$ cat src/rvMcSettings.svh
`ifndef RVMC_SETTINGS_SVH
`define RVMC_SETTINGS_SVH

// Data and address width
`define RVMC_XLEN 32

// Architectural registers, x0 included
`define RVMC_NREGS 32

// First fetch address
`define RVMC_RESET_PC 32'h0000_0000

// Performance counter width
`define RVMC_CNT_W 32

`endif

$ cat src/rvMcPkg.sv
`default_nettype none

package rvMcPkg;

	// Microcode steps of one instruction
	typedef enum logic [2:0] {
		STEP_IF  = 3'd0,
		STEP_ID  = 3'd1,
		STEP_EX  = 3'd2,
		STEP_MEM = 3'd3,
		STEP_WB  = 3'd4
	} uStep;

	// Low three bits follow funct3, bit 3 comes from instr[30]
	typedef enum logic [3:0] {
		ALU_ADD  = 4'b0000,
		ALU_SLL  = 4'b0001,
		ALU_SLT  = 4'b0010,
		ALU_SLTU = 4'b0011,
		ALU_XOR  = 4'b0100,
		ALU_SRL  = 4'b0101,
		ALU_OR   = 4'b0110,
		ALU_AND  = 4'b0111,
		ALU_SUB  = 4'b1000,
		ALU_BEQ  = 4'b1001,
		ALU_BNE  = 4'b1010,
		ALU_BLT  = 4'b1011,
		ALU_BGE  = 4'b1100,
		ALU_SRA  = 4'b1101,
		ALU_BLTU = 4'b1110,
		ALU_BGEU = 4'b1111
	} aluOp;

	typedef enum logic [1:0] {
		PC_PLUS4    = 2'b00,
		PC_ALU      = 2'b01,
		PC_ALU_CLR0 = 2'b10, // JALR target
		PC_BRANCH   = 2'b11  // Target only if the compare holds
	} pcSrc;

	typedef enum logic [1:0] {
		RW_PC4 = 2'b00,
		RW_MEM = 2'b01,
		RW_ALU = 2'b10
	} rwSrc;

	localparam logic [6:0] OPC_OP     = 7'b0110011;
	localparam logic [6:0] OPC_OPIMM  = 7'b0010011;
	localparam logic [6:0] OPC_LOAD   = 7'b0000011;
	localparam logic [6:0] OPC_STORE  = 7'b0100011;
	localparam logic [6:0] OPC_BRANCH = 7'b1100011;
	localparam logic [6:0] OPC_JAL    = 7'b1101111;
	localparam logic [6:0] OPC_JALR   = 7'b1100111;

endpackage

`default_nettype wire

$ cat src/rvMcAlu.sv
`default_nettype none
`include "rvMcSettings.svh"

module rvMcAlu (
	input  wire rvMcPkg::aluOp         aluOp,
	input  wire logic [`RVMC_XLEN-1:0] opA,
	input  wire logic [`RVMC_XLEN-1:0] opB,
	output logic [`RVMC_XLEN-1:0]      result,
	output logic                       cmpTrue
);

	localparam int ShW = $clog2(`RVMC_XLEN);

	logic [ShW-1:0] shamt;
	logic           eq;
	logic           ltS;
	logic           ltU;

	assign shamt = opB[ShW-1:0];
	assign eq = (opA == opB);
	assign ltS = $signed(opA) < $signed(opB);
	assign ltU = opA < opB;

	// Six branch conditions
	always_comb
	begin
		case (aluOp)
			rvMcPkg::ALU_BEQ: cmpTrue = eq;
			rvMcPkg::ALU_BNE: cmpTrue = !eq;
			rvMcPkg::ALU_BLT: cmpTrue = ltS;
			rvMcPkg::ALU_BGE: cmpTrue = !ltS;
			rvMcPkg::ALU_BLTU: cmpTrue = ltU;
			rvMcPkg::ALU_BGEU: cmpTrue = !ltU;
			default: cmpTrue = 1'b0;
		endcase
	end

	always_comb
	begin
		case (aluOp)
			rvMcPkg::ALU_ADD: result = opA + opB;
			rvMcPkg::ALU_SUB: result = opA - opB;
			rvMcPkg::ALU_SLL: result = opA << shamt;
			rvMcPkg::ALU_SLT: result = {{(`RVMC_XLEN-1){1'b0}}, ltS};
			rvMcPkg::ALU_SLTU: result = {{(`RVMC_XLEN-1){1'b0}}, ltU};
			rvMcPkg::ALU_XOR: result = opA ^ opB;
			rvMcPkg::ALU_SRL: result = opA >> shamt;
			rvMcPkg::ALU_SRA: result = $unsigned($signed(opA) >>> shamt);
			rvMcPkg::ALU_OR: result = opA | opB;
			rvMcPkg::ALU_AND: result = opA & opB;
			default: result = {{(`RVMC_XLEN-1){1'b0}}, cmpTrue}; // Compare ops
		endcase
	end

endmodule

`default_nettype wire

$ cat src/rvMcRegFile.sv
`default_nettype none
`include "rvMcSettings.svh"

module rvMcRegFile (
	input  wire logic                          clk,
	input  wire logic                          arstN,
	input  wire logic [$clog2(`RVMC_NREGS)-1:0] rs1,
	input  wire logic [$clog2(`RVMC_NREGS)-1:0] rs2,
	input  wire logic [$clog2(`RVMC_NREGS)-1:0] rd,
	input  wire logic                          we,
	input  wire logic [`RVMC_XLEN-1:0]         wdata,
	output logic [`RVMC_XLEN-1:0]              rdata1,
	output logic [`RVMC_XLEN-1:0]              rdata2
);

	logic [`RVMC_XLEN-1:0] regs [1:`RVMC_NREGS-1]; // No storage for x0

	always_ff @(posedge clk)
	begin
		if (we && rd != '0)
			regs[rd] <= wdata;
	end

	// Asynchronous reads, x0 reads as zero
	assign rdata1 = (rs1 == '0) ? '0 : regs[rs1];
	assign rdata2 = (rs2 == '0) ? '0 : regs[rs2];

	x0ReadsZero: assert property (@(posedge clk) disable iff (!arstN)
		(rs1 == '0 |-> rdata1 == '0) and (rs2 == '0 |-> rdata2 == '0));

endmodule

`default_nettype wire

$ cat src/rvMcControl.sv
`default_nettype none
`include "rvMcSettings.svh"

module rvMcControl (
	input  wire logic                  clk,
	input  wire logic                  arstN,
	input  wire logic [`RVMC_XLEN-1:0] instr,
	input  wire logic                  branchTaken,
	input  wire logic                  memAck,
	output logic                       memReq,
	output logic                       memWe,
	output logic                       iorD,
	output logic                       pcWrite,
	output logic                       irWrite,
	output logic                       mdrWrite,
	output logic                       rfWe,
	output logic                       aluSrcA, // 0 PC, 1 A register
	output logic                       aluSrcB, // 0 B register, 1 immediate
	output rvMcPkg::aluOp              aluOp,
	output rvMcPkg::pcSrc              pcSrc,
	output rvMcPkg::rwSrc              rwSrc,
	output logic                       retire
);

	rvMcPkg::uStep step;
	rvMcPkg::uStep stepNext;
	logic          ackSeen; // Ack captured and waiting for it to fall
	logic          memReqNext;
	logic          ackSeenNext;
	logic [6:0]    opcode;
	logic [2:0]    funct3;
	logic          memStep;
	logic          capture;
	logic          memDone;
	logic          isStore;
	logic          isLoad;
	logic          supported;
	rvMcPkg::aluOp rOp;
	rvMcPkg::aluOp iOp;
	rvMcPkg::aluOp bOp;

	assign opcode = instr[6:0];
	assign funct3 = instr[14:12];
	assign isLoad = (opcode == rvMcPkg::OPC_LOAD) && (funct3 == 3'b010);
	assign isStore = (opcode == rvMcPkg::OPC_STORE) && (funct3 == 3'b010);
	assign supported = isLoad || isStore || (opcode == rvMcPkg::OPC_OP) ||
		(opcode == rvMcPkg::OPC_OPIMM) || (opcode == rvMcPkg::OPC_BRANCH) ||
		(opcode == rvMcPkg::OPC_JAL) || (opcode == rvMcPkg::OPC_JALR);

	// Bit 30 selects only SUB and SRA
	assign rOp = rvMcPkg::aluOp'({instr[30] && (funct3 == 3'b000 || funct3 == 3'b101), funct3});
	assign iOp = rvMcPkg::aluOp'({instr[30] && (funct3 == 3'b101), funct3});

	always_comb
	begin
		case (funct3)
			3'b001: bOp = rvMcPkg::ALU_BNE;
			3'b100: bOp = rvMcPkg::ALU_BLT;
			3'b101: bOp = rvMcPkg::ALU_BGE;
			3'b110: bOp = rvMcPkg::ALU_BLTU;
			3'b111: bOp = rvMcPkg::ALU_BGEU;
			default: bOp = rvMcPkg::ALU_BEQ;
		endcase
	end

	// Four-phase handshake shared by IF and MEM
	assign memStep = (step == rvMcPkg::STEP_IF) || (step == rvMcPkg::STEP_MEM);
	assign capture = memReq && memAck;
	assign memDone = ackSeen && !memAck;

	always_comb
	begin
		memReqNext = memReq;
		ackSeenNext = ackSeen;
		if (memStep)
		begin
			if (!memReq && !ackSeen && !memAck)
				memReqNext = 1'b1;
			else if (capture)
			begin
				memReqNext = 1'b0;
				ackSeenNext = 1'b1;
			end
			else if (memDone)
				ackSeenNext = 1'b0;
		end
	end

	assign irWrite = (step == rvMcPkg::STEP_IF) && capture;
	assign mdrWrite = (step == rvMcPkg::STEP_MEM) && capture && isLoad;
	assign memWe = (step == rvMcPkg::STEP_MEM) && memReq && isStore;

	always_comb
	begin
		stepNext = step;
		pcWrite = 1'b0;
		rfWe = 1'b0;
		iorD = 1'b0;
		aluSrcA = 1'b0;
		aluSrcB = 1'b1;
		aluOp = rvMcPkg::ALU_ADD;
		pcSrc = rvMcPkg::PC_PLUS4;
		rwSrc = rvMcPkg::RW_ALU;
		retire = 1'b0;
		case (step)
			rvMcPkg::STEP_IF:
			begin
				if (memDone)
					stepNext = rvMcPkg::STEP_ID;
			end
			rvMcPkg::STEP_ID:
			begin
				// ALU forms PC + imm as the branch target for EX
				stepNext = rvMcPkg::STEP_EX;
				if (!supported)
				begin
					pcWrite = 1'b1; // Unknown opcode retires as a no-op
					retire = 1'b1;
					stepNext = rvMcPkg::STEP_IF;
				end
			end
			rvMcPkg::STEP_EX:
			begin
				pcWrite = 1'b1;
				aluSrcA = 1'b1;
				stepNext = rvMcPkg::STEP_WB;
				case (opcode)
					rvMcPkg::OPC_BRANCH:
					begin
						aluSrcB = 1'b0;
						aluOp = bOp;
						pcSrc = rvMcPkg::PC_BRANCH;
						retire = 1'b1;
						stepNext = rvMcPkg::STEP_IF;
					end
					rvMcPkg::OPC_JAL:
					begin
						aluSrcA = 1'b0;
						pcSrc = rvMcPkg::PC_ALU;
					end
					rvMcPkg::OPC_JALR: pcSrc = rvMcPkg::PC_ALU_CLR0;
					rvMcPkg::OPC_LOAD, rvMcPkg::OPC_STORE: stepNext = rvMcPkg::STEP_MEM;
					rvMcPkg::OPC_OP:
					begin
						aluSrcB = 1'b0;
						aluOp = rOp;
					end
					rvMcPkg::OPC_OPIMM: aluOp = iOp;
					default: stepNext = rvMcPkg::STEP_IF;
				endcase
			end
			rvMcPkg::STEP_MEM:
			begin
				aluSrcA = 1'b1; // Keeps the address in the ALU result register
				iorD = 1'b1;
				if (memDone)
				begin
					if (isStore)
					begin
						retire = 1'b1;
						stepNext = rvMcPkg::STEP_IF;
					end
					else
						stepNext = rvMcPkg::STEP_WB;
				end
			end
			rvMcPkg::STEP_WB:
			begin
				rfWe = 1'b1;
				retire = 1'b1;
				stepNext = rvMcPkg::STEP_IF;
				if (opcode == rvMcPkg::OPC_JAL || opcode == rvMcPkg::OPC_JALR)
					rwSrc = rvMcPkg::RW_PC4;
				else if (isLoad)
					rwSrc = rvMcPkg::RW_MEM;
			end
			default: stepNext = rvMcPkg::STEP_IF;
		endcase
	end

	always_ff @(posedge clk or negedge arstN)
	begin
		if (!arstN)
		begin
			step <= rvMcPkg::STEP_IF;
			memReq <= 1'b0;
			ackSeen <= 1'b0;
		end
		else
		begin
			step <= stepNext;
			memReq <= memReqNext;
			ackSeen <= ackSeenNext;
		end
	end

	reqHeldUntilAck: assert property (@(posedge clk) disable iff (!arstN)
		$fell(memReq) |-> $past(memAck));

	rfWriteOnlyInWb: assert property (@(posedge clk) disable iff (!arstN)
		rfWe |-> step == rvMcPkg::STEP_WB);

	stepLegal: assert property (@(posedge clk) disable iff (!arstN)
		step inside {rvMcPkg::STEP_IF, rvMcPkg::STEP_ID, rvMcPkg::STEP_EX,
			rvMcPkg::STEP_MEM, rvMcPkg::STEP_WB});

endmodule

`default_nettype wire

$ cat src/rvMcDatapath.sv
`default_nettype none
`include "rvMcSettings.svh"

module rvMcDatapath (
	input  wire logic                  clk,
	input  wire logic                  arstN,
	input  wire logic                  pcWrite,
	input  wire logic                  irWrite,
	input  wire logic                  mdrWrite,
	input  wire logic                  rfWe,
	input  wire logic                  aluSrcA,
	input  wire logic                  aluSrcB,
	input  wire rvMcPkg::aluOp         aluOp,
	input  wire rvMcPkg::pcSrc         pcSrc,
	input  wire rvMcPkg::rwSrc         rwSrc,
	input  wire logic                  iorD,
	input  wire logic [`RVMC_XLEN-1:0] memRdata,
	output logic [`RVMC_XLEN-1:0]      instr,
	output logic                       branchTaken,
	output logic [`RVMC_XLEN-1:0]      memAddr,
	output logic [`RVMC_XLEN-1:0]      memWdata
);

	logic [`RVMC_XLEN-1:0] pc;
	logic [`RVMC_XLEN-1:0] pcPlus4; // Return address of the current instruction
	logic [`RVMC_XLEN-1:0] pcNext;
	logic [`RVMC_XLEN-1:0] ir;
	logic [`RVMC_XLEN-1:0] a;
	logic [`RVMC_XLEN-1:0] b;
	logic [`RVMC_XLEN-1:0] aluOut;
	logic [`RVMC_XLEN-1:0] mdr;
	logic [`RVMC_XLEN-1:0] imm;
	logic [`RVMC_XLEN-1:0] opA;
	logic [`RVMC_XLEN-1:0] opB;
	logic [`RVMC_XLEN-1:0] aluResult;
	logic [`RVMC_XLEN-1:0] rdata1;
	logic [`RVMC_XLEN-1:0] rdata2;
	logic [`RVMC_XLEN-1:0] rfWdata;
	logic                  cmpTrue;

	assign instr = ir;

	// Immediate format follows the opcode, I-type otherwise
	always_comb
	begin
		case (ir[6:0])
			rvMcPkg::OPC_STORE: imm = {{(`RVMC_XLEN-12){ir[31]}}, ir[31:25], ir[11:7]};
			rvMcPkg::OPC_BRANCH:
				imm = {{(`RVMC_XLEN-12){ir[31]}}, ir[7], ir[30:25], ir[11:8], 1'b0};
			rvMcPkg::OPC_JAL:
				imm = {{(`RVMC_XLEN-20){ir[31]}}, ir[19:12], ir[20], ir[30:21], 1'b0};
			default: imm = {{(`RVMC_XLEN-12){ir[31]}}, ir[31:20]};
		endcase
	end

	assign opA = aluSrcA ? a : pc;
	assign opB = aluSrcB ? imm : b;
	assign branchTaken = cmpTrue;

	rvMcAlu u_rvMcAlu (
		.aluOp  (aluOp),
		.opA    (opA),
		.opB    (opB),
		.result (aluResult),
		.cmpTrue(cmpTrue)
	);

	always_comb
	begin
		case (rwSrc)
			rvMcPkg::RW_PC4: rfWdata = pcPlus4;
			rvMcPkg::RW_MEM: rfWdata = mdr;
			default: rfWdata = aluOut;
		endcase
	end

	rvMcRegFile u_rvMcRegFile (
		.clk   (clk),
		.arstN (arstN),
		.rs1   (ir[19:15]),
		.rs2   (ir[24:20]),
		.rd    (ir[11:7]),
		.we    (rfWe),
		.wdata (rfWdata),
		.rdata1(rdata1),
		.rdata2(rdata2)
	);

	always_comb
	begin
		case (pcSrc)
			rvMcPkg::PC_ALU: pcNext = aluResult;
			rvMcPkg::PC_ALU_CLR0: pcNext = {aluResult[`RVMC_XLEN-1:1], 1'b0};
			rvMcPkg::PC_BRANCH: pcNext = branchTaken ? aluOut : pcPlus4; // Target from ID
			default: pcNext = pcPlus4;
		endcase
	end

	always_ff @(posedge clk or negedge arstN)
	begin
		if (!arstN)
			pc <= `RVMC_RESET_PC;
		else if (pcWrite)
			pc <= pcNext;
	end

	always_ff @(posedge clk)
	begin
		if (irWrite)
		begin
			ir <= memRdata;
			pcPlus4 <= pc + `RVMC_XLEN'd4;
		end
		if (mdrWrite)
			mdr <= memRdata;
		a <= rdata1;
		b <= rdata2;
		aluOut <= aluResult; // Reloaded every step
	end

	assign memAddr = iorD ? aluOut : pc;
	assign memWdata = b;

endmodule

`default_nettype wire

$ cat src/rvMcPerfCounter.sv
`default_nettype none
`include "rvMcSettings.svh"

module rvMcPerfCounter (
	input  wire logic                   clk,
	input  wire logic                   arstN,
	input  wire logic                   retire,
	output logic [`RVMC_CNT_W-1:0]      instCount,
	output logic [`RVMC_CNT_W-1:0]      cycleCount
);

	// Both wrap at the counter width
	always_ff @(posedge clk or negedge arstN)
	begin
		if (!arstN)
		begin
			instCount <= '0;
			cycleCount <= '0;
		end
		else
		begin
			cycleCount <= cycleCount + 1'b1;
			if (retire)
				instCount <= instCount + 1'b1;
		end
	end

endmodule

`default_nettype wire

$ cat src/rvMcCore.sv
`default_nettype none
`include "rvMcSettings.svh"

module rvMcCore (
	input  wire logic                  clk,
	input  wire logic                  arstN,
	input  wire logic                  memAck,
	input  wire logic [`RVMC_XLEN-1:0] memRdata,
	output logic                       memReq,
	output logic                       memWe,
	output logic [`RVMC_XLEN-1:0]      memAddr,
	output logic [`RVMC_XLEN-1:0]      memWdata,
	output logic                       retire,
	output logic [`RVMC_CNT_W-1:0]     instCount,
	output logic [`RVMC_CNT_W-1:0]     cycleCount
);

	logic                  pcWrite;
	logic                  irWrite;
	logic                  mdrWrite;
	logic                  rfWe;
	logic                  aluSrcA;
	logic                  aluSrcB;
	logic                  iorD; // Data address instead of PC
	logic                  branchTaken;
	logic [`RVMC_XLEN-1:0] instr;
	rvMcPkg::aluOp         aluOp;
	rvMcPkg::pcSrc         pcSrc;
	rvMcPkg::rwSrc         rwSrc;

	rvMcControl u_rvMcControl (
		.clk        (clk),
		.arstN      (arstN),
		.instr      (instr),
		.branchTaken(branchTaken),
		.memAck     (memAck),
		.memReq     (memReq),
		.memWe      (memWe),
		.iorD       (iorD),
		.pcWrite    (pcWrite),
		.irWrite    (irWrite),
		.mdrWrite   (mdrWrite),
		.rfWe       (rfWe),
		.aluSrcA    (aluSrcA),
		.aluSrcB    (aluSrcB),
		.aluOp      (aluOp),
		.pcSrc      (pcSrc),
		.rwSrc      (rwSrc),
		.retire     (retire)
	);

	rvMcDatapath u_rvMcDatapath (
		.clk        (clk),
		.arstN      (arstN),
		.pcWrite    (pcWrite),
		.irWrite    (irWrite),
		.mdrWrite   (mdrWrite),
		.rfWe       (rfWe),
		.aluSrcA    (aluSrcA),
		.aluSrcB    (aluSrcB),
		.aluOp      (aluOp),
		.pcSrc      (pcSrc),
		.rwSrc      (rwSrc),
		.iorD       (iorD),
		.memRdata   (memRdata),
		.instr      (instr),
		.branchTaken(branchTaken),
		.memAddr    (memAddr),
		.memWdata   (memWdata)
	);

	rvMcPerfCounter u_rvMcPerfCounter (
		.clk       (clk),
		.arstN     (arstN),
		.retire    (retire),
		.instCount (instCount),
		.cycleCount(cycleCount)
	);

endmodule

`default_nettype wire

$ cat config.mk
export PLATFORM = sky130hd
export DESIGN_NAME = rvMcCore
export DESIGN_NICKNAME = d
export VERILOG_FILES = /design/src/rvMcPkg.sv /design/src/rvMcAlu.sv /design/src/rvMcRegFile.sv /design/src/rvMcControl.sv /design/src/rvMcDatapath.sv /design/src/rvMcPerfCounter.sv /design/src/rvMcCore.sv
export VERILOG_INCLUDE_DIRS = /design/src /design/src/src
export SDC_FILE = /design/constraint.sdc
export NUM_CORES = 2
export LEC_CHECK = 0
export BUFFER_PORTS_ARGS = -buffer_cell sky130_fd_sc_hd__buf_2
export CAP_MARGIN = 10
export CELL_PAD_IN_SITES_DETAIL_PLACEMENT = 1
export CELL_PAD_IN_SITES_GLOBAL_PLACEMENT = 1
export CORE_MARGIN = 2
export CORE_UTILIZATION = 35
export CTS_CLUSTER_SIZE = 14
export DETAILED_ROUTE_END_ITERATION = 10
export GPL_TIMING_DRIVEN = 0
export PLACE_DENSITY = 0.59
export SYNTH_ARGS = -nofsm -noshare
export SYNTH_HDL_FRONTEND = slang
export SYNTH_SLANG_ARGS = --single-unit
export TNS_END_PERCENT = 50
$ cat constraint.sdc
create_clock -name clk -period 6.2 [get_ports clk]
set_input_delay 0.62 -clock clk [delete_from_list [all_inputs] [get_ports clk]]
set_output_delay 0.62 -clock clk [all_outputs]
set_load 0.01 [all_outputs]
; Yosys cells after proc, flatten, opt, wreduce, memory -nomap -nowiden
; Memory sizes are Yosys's and may differ from the RTL's. A register that Yosys moved wholly into a read port is not among the register bits.
; Cells that the tools add are included.
[word_totals]
regBits = 229
ram_bits = 992
inputBits = 35
output_inout_bits = 131
wordCells = 149
mem_count = 1
[memory_table]
columns = memory, words, word_bits, rd, rd_clocked_by_memory_dff, wr, line_no
row1 = u_rvMcDatapath.u_rvMcRegFile.regs, 31, 32, 2, 2, 1, rvMcRegFile.sv:16  ; logic [`RVMC_XLEN-1:0] regs [1:`RVMC_NREGS-1];
[op_classes]
addsub = 5
order_cmp = 2
eq_ne = 39
shift = 3
muxes = 41
n_bitwise = 4
n_reduce_logical = 44
[op_table]
columns = cell, count
row1 = 32-bit one-hot mux with 10 select lines, 1
row2 = 32-bit 2-to-1 mux, 4
row3 = 32-bit one-hot mux with 3 select lines, 1
row4 = "32-bit by 1-bit adder with 32-bit output, second input constant", 2
row5 = 32-bit less-than comparator, 2
row6 = 32-bit one-hot mux with 2 select lines, 1
row7 = 20-bit one-hot mux with 3 select lines, 1
row8 = "32-bit by 3-bit adder with 32-bit output, second input constant", 1
row9 = 32-bit adder, 1
row10 = 32-bit AND, 1
row11 = 32-bit == test, 1
row12 = "4-bit == test, second input constant", 8
row13 = 32-bit bitwise OR, 1
row14 = 32-bit by 5-bit << shifter with 32-bit output, 1
row15 = 32-bit by 5-bit >> shifter with 32-bit output, 1
row16 = 32-bit by 5-bit >>> shifter with 32-bit output, 1
row17 = 32-bit subtractor, 1
row18 = 32-bit XOR, 1
row19 = "7-bit == test, second input constant", 3
row20 = "4-bit by 3-bit == test with 1-bit output, second input constant", 4
row21 = "3-bit == test, second input constant", 5
row22 = 1-bit 2-to-1 mux, 15
row23 = 3-bit one-hot mux with 5 select lines, 1
row24 = "7-bit by 6-bit == test with 1-bit output, second input constant", 2
row25 = other kinds (33), 78

; Depth between registers and ports, before layout
[depth]
word_depth = 10
ltp_mapped = 25
ltp_nobuf = 19

; Hierarchy
; From an unflattened synthesis, not the netlist that was laid out.
[unflattened]
cells_unflattened = 5060
area_unflattened_um2 = 68229.2
[modules_own_cells]
columns = mod, instances, cells_each, area_each_um2, seq_area_each_um2
row1 = rvMcRegFile, 1, 2593, 46489.6, 29788.6
row2 = rvMcAlu, 1, 1373, 9157.5, 0.0
row3 = rvMcDatapath, 1, 755, 9073.7, 5605.4
row4 = rvMcPerfCounter, 1, 251, 2899.0, 1601.5
row5 = rvMcControl, 1, 88, 609.3, 125.1

; Worst setup path before layout
; OpenSTA, ideal clock, no wires.
[synth_path]
kind = flip-flop to flip-flop
startpoint = register u_rvMcDatapath.ir[2] (netlist: u_rvMcDatapath.instr[2])
endpoint = register u_rvMcDatapath.aluOut[31]
setup_time_ps = 134
arrival_ps = 5353
path_slack_ps = 713
stages_incl_launch_ff = 21
n_path_buf = 5
path_cell_list = edfxtp_1 > nand4bb_4 > buf_2 > a2111o_1 > o221ai_1 > clkbuf_1 > clkbuf_1 > buf_1 > ha_1 > clkbuf_1 > a21o_1 > a221oi_2 > nor2_1 > nor3_2 > o41ai_1 > a2111o_1 > a311o_1 > a21oi_1 > o211ai_1 > a21boi_1 > or4_1
[synth_between]
elab_chain_len = 7
elab_cells_between_ends = 34
classes_between = add/sub (2) / eq/ne (14) / shift (3) / mux (10) / bitwise (3) / reduce/logical (2)
[synth_rtl]
columns = item, line_no
row1 = start: declaration, rvMcDatapath.sv:27  ; logic [`RVMC_XLEN-1:0] ir;
row2 = start signal: assignment, rvMcDatapath.sv:111  ; ir <= memRdata;
row3 = 7-bit == test or 7-bit by 6-bit == test with 1-bit output (tied branches), "rvMcControl.sv:127, rvMcDatapath.sv:46"
row4 = 2-bit OR reduction (no source line), n/a
row5 = 1-bit 2-to-1 mux, rvMcControl.sv:127  ; case (opcode)
row6 = 1-bit 2-to-1 mux, rvMcControl.sv:105  ; case (step)
row7 = 32-bit 2-to-1 mux, rvMcDatapath.sv:57  ; assign opB = aluSrcB ? imm : b;
row8 = 32-bit subtractor (tied with other cells), rvMcAlu.sv:42  ; rvMcPkg::ALU_SUB: result = opA - opB;
row9 = 32-bit one-hot mux with 10 select lines *, rvMcAlu.sv:40  ; case (aluOp)
row10 = named net u_rvMcDatapath.aluResult[31], rvMcDatapath.sv:35  ; logic [`RVMC_XLEN-1:0] aluResult;
row11 = end signal: assignment, rvMcDatapath.sv:118  ; aluOut <= aluResult;
row12 = end: declaration, rvMcDatapath.sv:30  ; logic [`RVMC_XLEN-1:0] aluOut;
; Mark *: on every way through the listed nets, which the timed path passes. The rest lies on a longest branch.
; A chain may end at the register's enable or synchronous reset.

; Final worst setup path
[layout_path]
startpoint = register u_rvMcDatapath.ir[2] (netlist: u_rvMcDatapath.instr[2])
endpoint = register u_rvMcDatapath.pc[12]
[layout_between]
elab_cells_between_ends = 66
classes_between = add/sub (2) / order compare (2) / eq/ne (26) / shift (3) / mux (17) / bitwise (3) / reduce/logical (13)
[layout_lines]
columns = item, line_no
row1 = 7-bit == test or 7-bit by 6-bit == test with 1-bit output (tied branches), "rvMcControl.sv:127, rvMcDatapath.sv:46"
row2 = 2-bit OR reduction (no source line), n/a
row3 = 1-bit 2-to-1 mux, rvMcControl.sv:127
row4 = 1-bit 2-to-1 mux, rvMcControl.sv:105
row5 = 32-bit 2-to-1 mux, rvMcDatapath.sv:57
row6 = 32-bit subtractor (tied with other cells), rvMcAlu.sv:42
row7 = 32-bit one-hot mux with 10 select lines *, rvMcAlu.sv:40
row8 = named net u_rvMcDatapath.aluResult[12], rvMcDatapath.sv:35
row9 = 32-bit one-hot mux with 3 select lines *, rvMcDatapath.sv:91  ; case (pcSrc)
row10 = end signal: assignment, rvMcDatapath.sv:102  ; pc <= `RVMC_RESET_PC;
row11 = end signal: assignment, rvMcDatapath.sv:104  ; pc <= pcNext;
row12 = end: declaration, rvMcDatapath.sv:24  ; logic [`RVMC_XLEN-1:0] pc;
; Marks and branches as above.

==> results.ini <==
[setup_path]
crit_type = flip-flop to flip-flop
cp.required_ns = 6.87
end_kind = flip-flop
critPathMaxFanout = 12
arrival_ns = 6.90
startpoint_type = flip-flop

[timing]
setup_viol = 1
worst_pin_slew_ns = 1.613
period_share_pct = 100.4
period_needed_ns = 6.224
max_freq_mhz = 160.7
skew_ns = 0.03850
tns_ns = -0.02431
drv_slew = 3
hold_viol = 0
worst_slack_ns = -0.02431
slew-limit-headroom_pct = -8.344

[final_layout]
area_delta_synth_final_pct = 18.07
final_nets = 5367
drive_above_1_share_pct = 26.42

[pwr]
p_leak_nw = 27.68
vdd_drop_max_v = 0.0003166
power.total_mw = 33.71
powerDensity_mw_per_mm2 = 422.4

[route]
ant_nets = 0
avgRoutedWirePerCell_microns = 44.07
drc = 0
drtIter0Drc = 7066
viasPerCell = 6.528
vias = 51400
dr.pass1.iters = 5
routed_wl_mm = 347.0

[yosys]
synth_area_leaders = edfxtp_1 (48%), mux4_2 (16%), mux2i_1 (4.3%), dfrtp_1 (3.7%), dfxtp_1 (2.8%)
synth.largest_area_cell = edfxtp_1
syn_inst = 4741
ys_ff_latch = 1285
synth_top_area_share_pct = 48.33
synthFlopType = edfxtp_1
seq_area_frac_synth_pct = 54.92
syn_nets = 4882
avgSynthCellArea_sq_um = 14.26
synthArstFlopShare_pct = 7.860
synthTopCellsByCount = edfxtp_1 (1,088), mux4_2 (493), nand2_1 (309)
synth_edf_count = 1088
ys_types = 112
netlist_area_sq_mm = 0.06759
yosys_warnings = 0
yosysMostFrequentCell = edfxtp_1

[outcome]
status = finished with violations
failed_checks = max-capacitance violations, max-slew violations, negative setup slack

[worst_hold_path]
hp-class = input port to flip-flop

[floorplanning]
io_pins = 166
core_sq_mm = 0.1922
die_h_microns = 443.5
start_util_pct = 35.17
design.die.area_sq_mm = 0.1967
rows = 161
die_width_microns = 443.5

[global_routing]
use_met3_pct = 6.141
busiest_layer = met2
grt_use_met2_pct = 55.46
grt_pass1_wl_mm = 459.6
antenna_found_initial = 14
grt_usage_pct = 34.58
grt_max_degree = 76
grt_pass1_vias = 51420
overflow = 0
use_met1_pct = 41.73

[clocking]
clock-sinks = 1285
cts.path.max_buffers = 3
tritoncts = built
insertion_delay_ns = 0.82
cts.clk_slew.worst_paths_ns = 0.06
cts_made_buffers = 143
htreeDepth = 4
cts-root-buf = clkbuf_16

[placed_design]
port_buffers = 165
gp_congestion = 0.9929
dpl.hpwl_mm = 259.4

[job]
cap_violations = 1

what timing repair did:
item,4_1_cts,5_1_grt
setup buffers,14,17
cloned,0,0
hold buffers,15,0
setup endpoints to repair,62,36
endpoints found under the hold margin,53,0
pin swaps,4,7
gates resized for setup,99,45
worst paths after layout:
kind	start	end	slack [ns]	cells past startpoint
setup / recovery	u_rvMcDatapath.instr[2]$_DFFE_PP_	u_rvMcDatapath.pc[12]$_DFFE_PN0P_	-0.02	19
hold / removal	memRdata[20]	u_rvMcDatapath.mdr[20]$_DFFE_PP_	0.04	1
setup reg to reg	u_rvMcDatapath.instr[2]$_DFFE_PP_	u_rvMcDatapath.pc[12]$_DFFE_PN0P_	-0.02	19
hold reg to reg	u_rvMcPerfCounter.instCount[31]$_DFFE_PN0P_	u_rvMcPerfCounter.instCount[31]$_DFFE_PN0P_	0.48	1
max in group asynchronous	arstN	u_rvMcDatapath.pc[29]$_DFFE_PN0P_	5.16	3
min in group asynchronous	arstN	u_rvMcPerfCounter.instCount[31]$_DFFE_PN0P_	0.23	2
sequential cells by signal, indices dropped and copies added (netlist names):
register / cells
u_rvMcDatapath.instr: 32
u_rvMcDatapath.aluOut: 32
u_rvMcDatapath.pc: 32
u_rvMcDatapath.pcPlus4: 32
u_rvMcDatapath.memWdata: 32
u_rvMcDatapath.a: 32
u_rvMcDatapath.u_rvMcRegFile.regs: 992
u_rvMcControl.step: 3
u_rvMcDatapath.mdr: 32
u_rvMcPerfCounter.instCount: 32
u_rvMcControl.ackSeen: 1
u_rvMcPerfCounter.cycleCount: 32
u_rvMcControl.memReq: 1
placed cells by master (no fill, tap or decap), types with 49 or more instances in the layout:
| cell type | Yosys | layout |
|---|---|---|
| a221oi_1 | 66 | 64 |
| clkbuf_16 | 0 | 146 |
| mux4_2 | 493 | 493 |
| buf_2 | 35 | 215 |
| buf_12 | 1 | 50 |
| inv_1 | 99 | 99 |
| o21ai_0 | 133 | 126 |
| nor3_1 | 81 | 77 |
| dfrtp_1 | 101 | 101 |
| mux2_2 | 119 | 119 |
| a21oi_1 | 227 | 221 |
| a22oi_1 | 60 | 60 |
| nand3_1 | 87 | 87 |
| dfxtp_1 | 96 | 96 |
| ha_1 | 104 | 104 |
| buf_4 | 5 | 49 |
| xnor2_1 | 81 | 81 |
| clkbuf_1 | 209 | 216 |
| nand2_1 | 309 | 306 |
| nor2_1 | 306 | 274 |
| mux2i_1 | 290 | 284 |
| edfxtp_1 | 1088 | 1088 |
per-stage QoR:
| stage | hold slack, ns | instances | utilization [%] | setup WS (ns) | cell area (sq um) |
|---|---|---|---|---|---|
| final | 0.04370 | 7874 | 41.53 | -0.02431 | 79810 |
| after global routing | 0.03596 | 7869 | 41.52 | -0.001267 | 79800 |
| after CTS | 0.01150 | 7832 | 41.19 | -0.06411 | 79160 |
| after detailed placement | 0.4614 | 7555 | 38.53 | -3.055 | 74050 |
| after global placement | 0.4562 | 7432 | 37.25 | -3.730 | 71580 |
| after floorplan | 0.3244 | 4741 | - | 0.7125 | 67590 |
report_power, final:
| part | internal [mW] | switching, mW | total, mW |
|---|---|---|---|
| Clock | 4.75 | 3.71 | 8.46 |
| Combinational | 4.02 | 9.47 | 13.5 |
| Sequential | 11.0 | 0.771 | 11.8 |
worst max-delay path, stage by stage (launching register included):
cell and delay (ns):
edfxtp_1 0.44, and4bb_2 0.32, clkbuf_4 0.21, nand4_4 0.22
and3_1 0.23, buf_4 0.20, nor2_8 0.24, inv_2 0.11
buf_6 0.19, buf_2 0.30, buf_2 0.36, ha_1 0.44
nand2_1 0.13, o311ai_1 0.36, o21ai_0 0.89, nor2_1 0.12
nor4b_2 0.47, nand3_1 0.35, a221oi_1 0.35, a2bb2oi_1 0.11
area by class of cell:
type                            instances  area [sq um]
Multi-Input combinational cell       3014         29300
Fill cell                           19680        112400
Tap cell                             2526          3161
Clock inverter                         65         603.1
Antenna cell                            7         17.52
Sequential cell                      1285         37120
Buffer                                320          1513
Timing Repair Buffer                  355          3804
Inverter                              107         406.6
Clock buffer                          195          3887
layer usage:
layer | part of all wire [%] | up-vias
met4 | 8.7 | 8
li1 | - | 20040
met2 | 47 | 3161
met3 | 8.2 | 847
met1 | 36 | 27350
met5 | 0.015 | -
cell families after synthesis:
| family | Yosys count | synth area share (%) |
|---|---|---|
| and+or+nand+nor | 1004 | 7.001 |
| buffers and inverters | 442 | 2.678 |
| xor gates and xnor gates | 104 | 1.348 |
| AOI/OAI and AO/OA | 885 | 9.074 |
| muxes | 915 | 23.00 |
| DFF | 1285 | 54.92 |
| adders and majority gates | 106 | 1.984 |
Power figures use the tool's default switching activity.
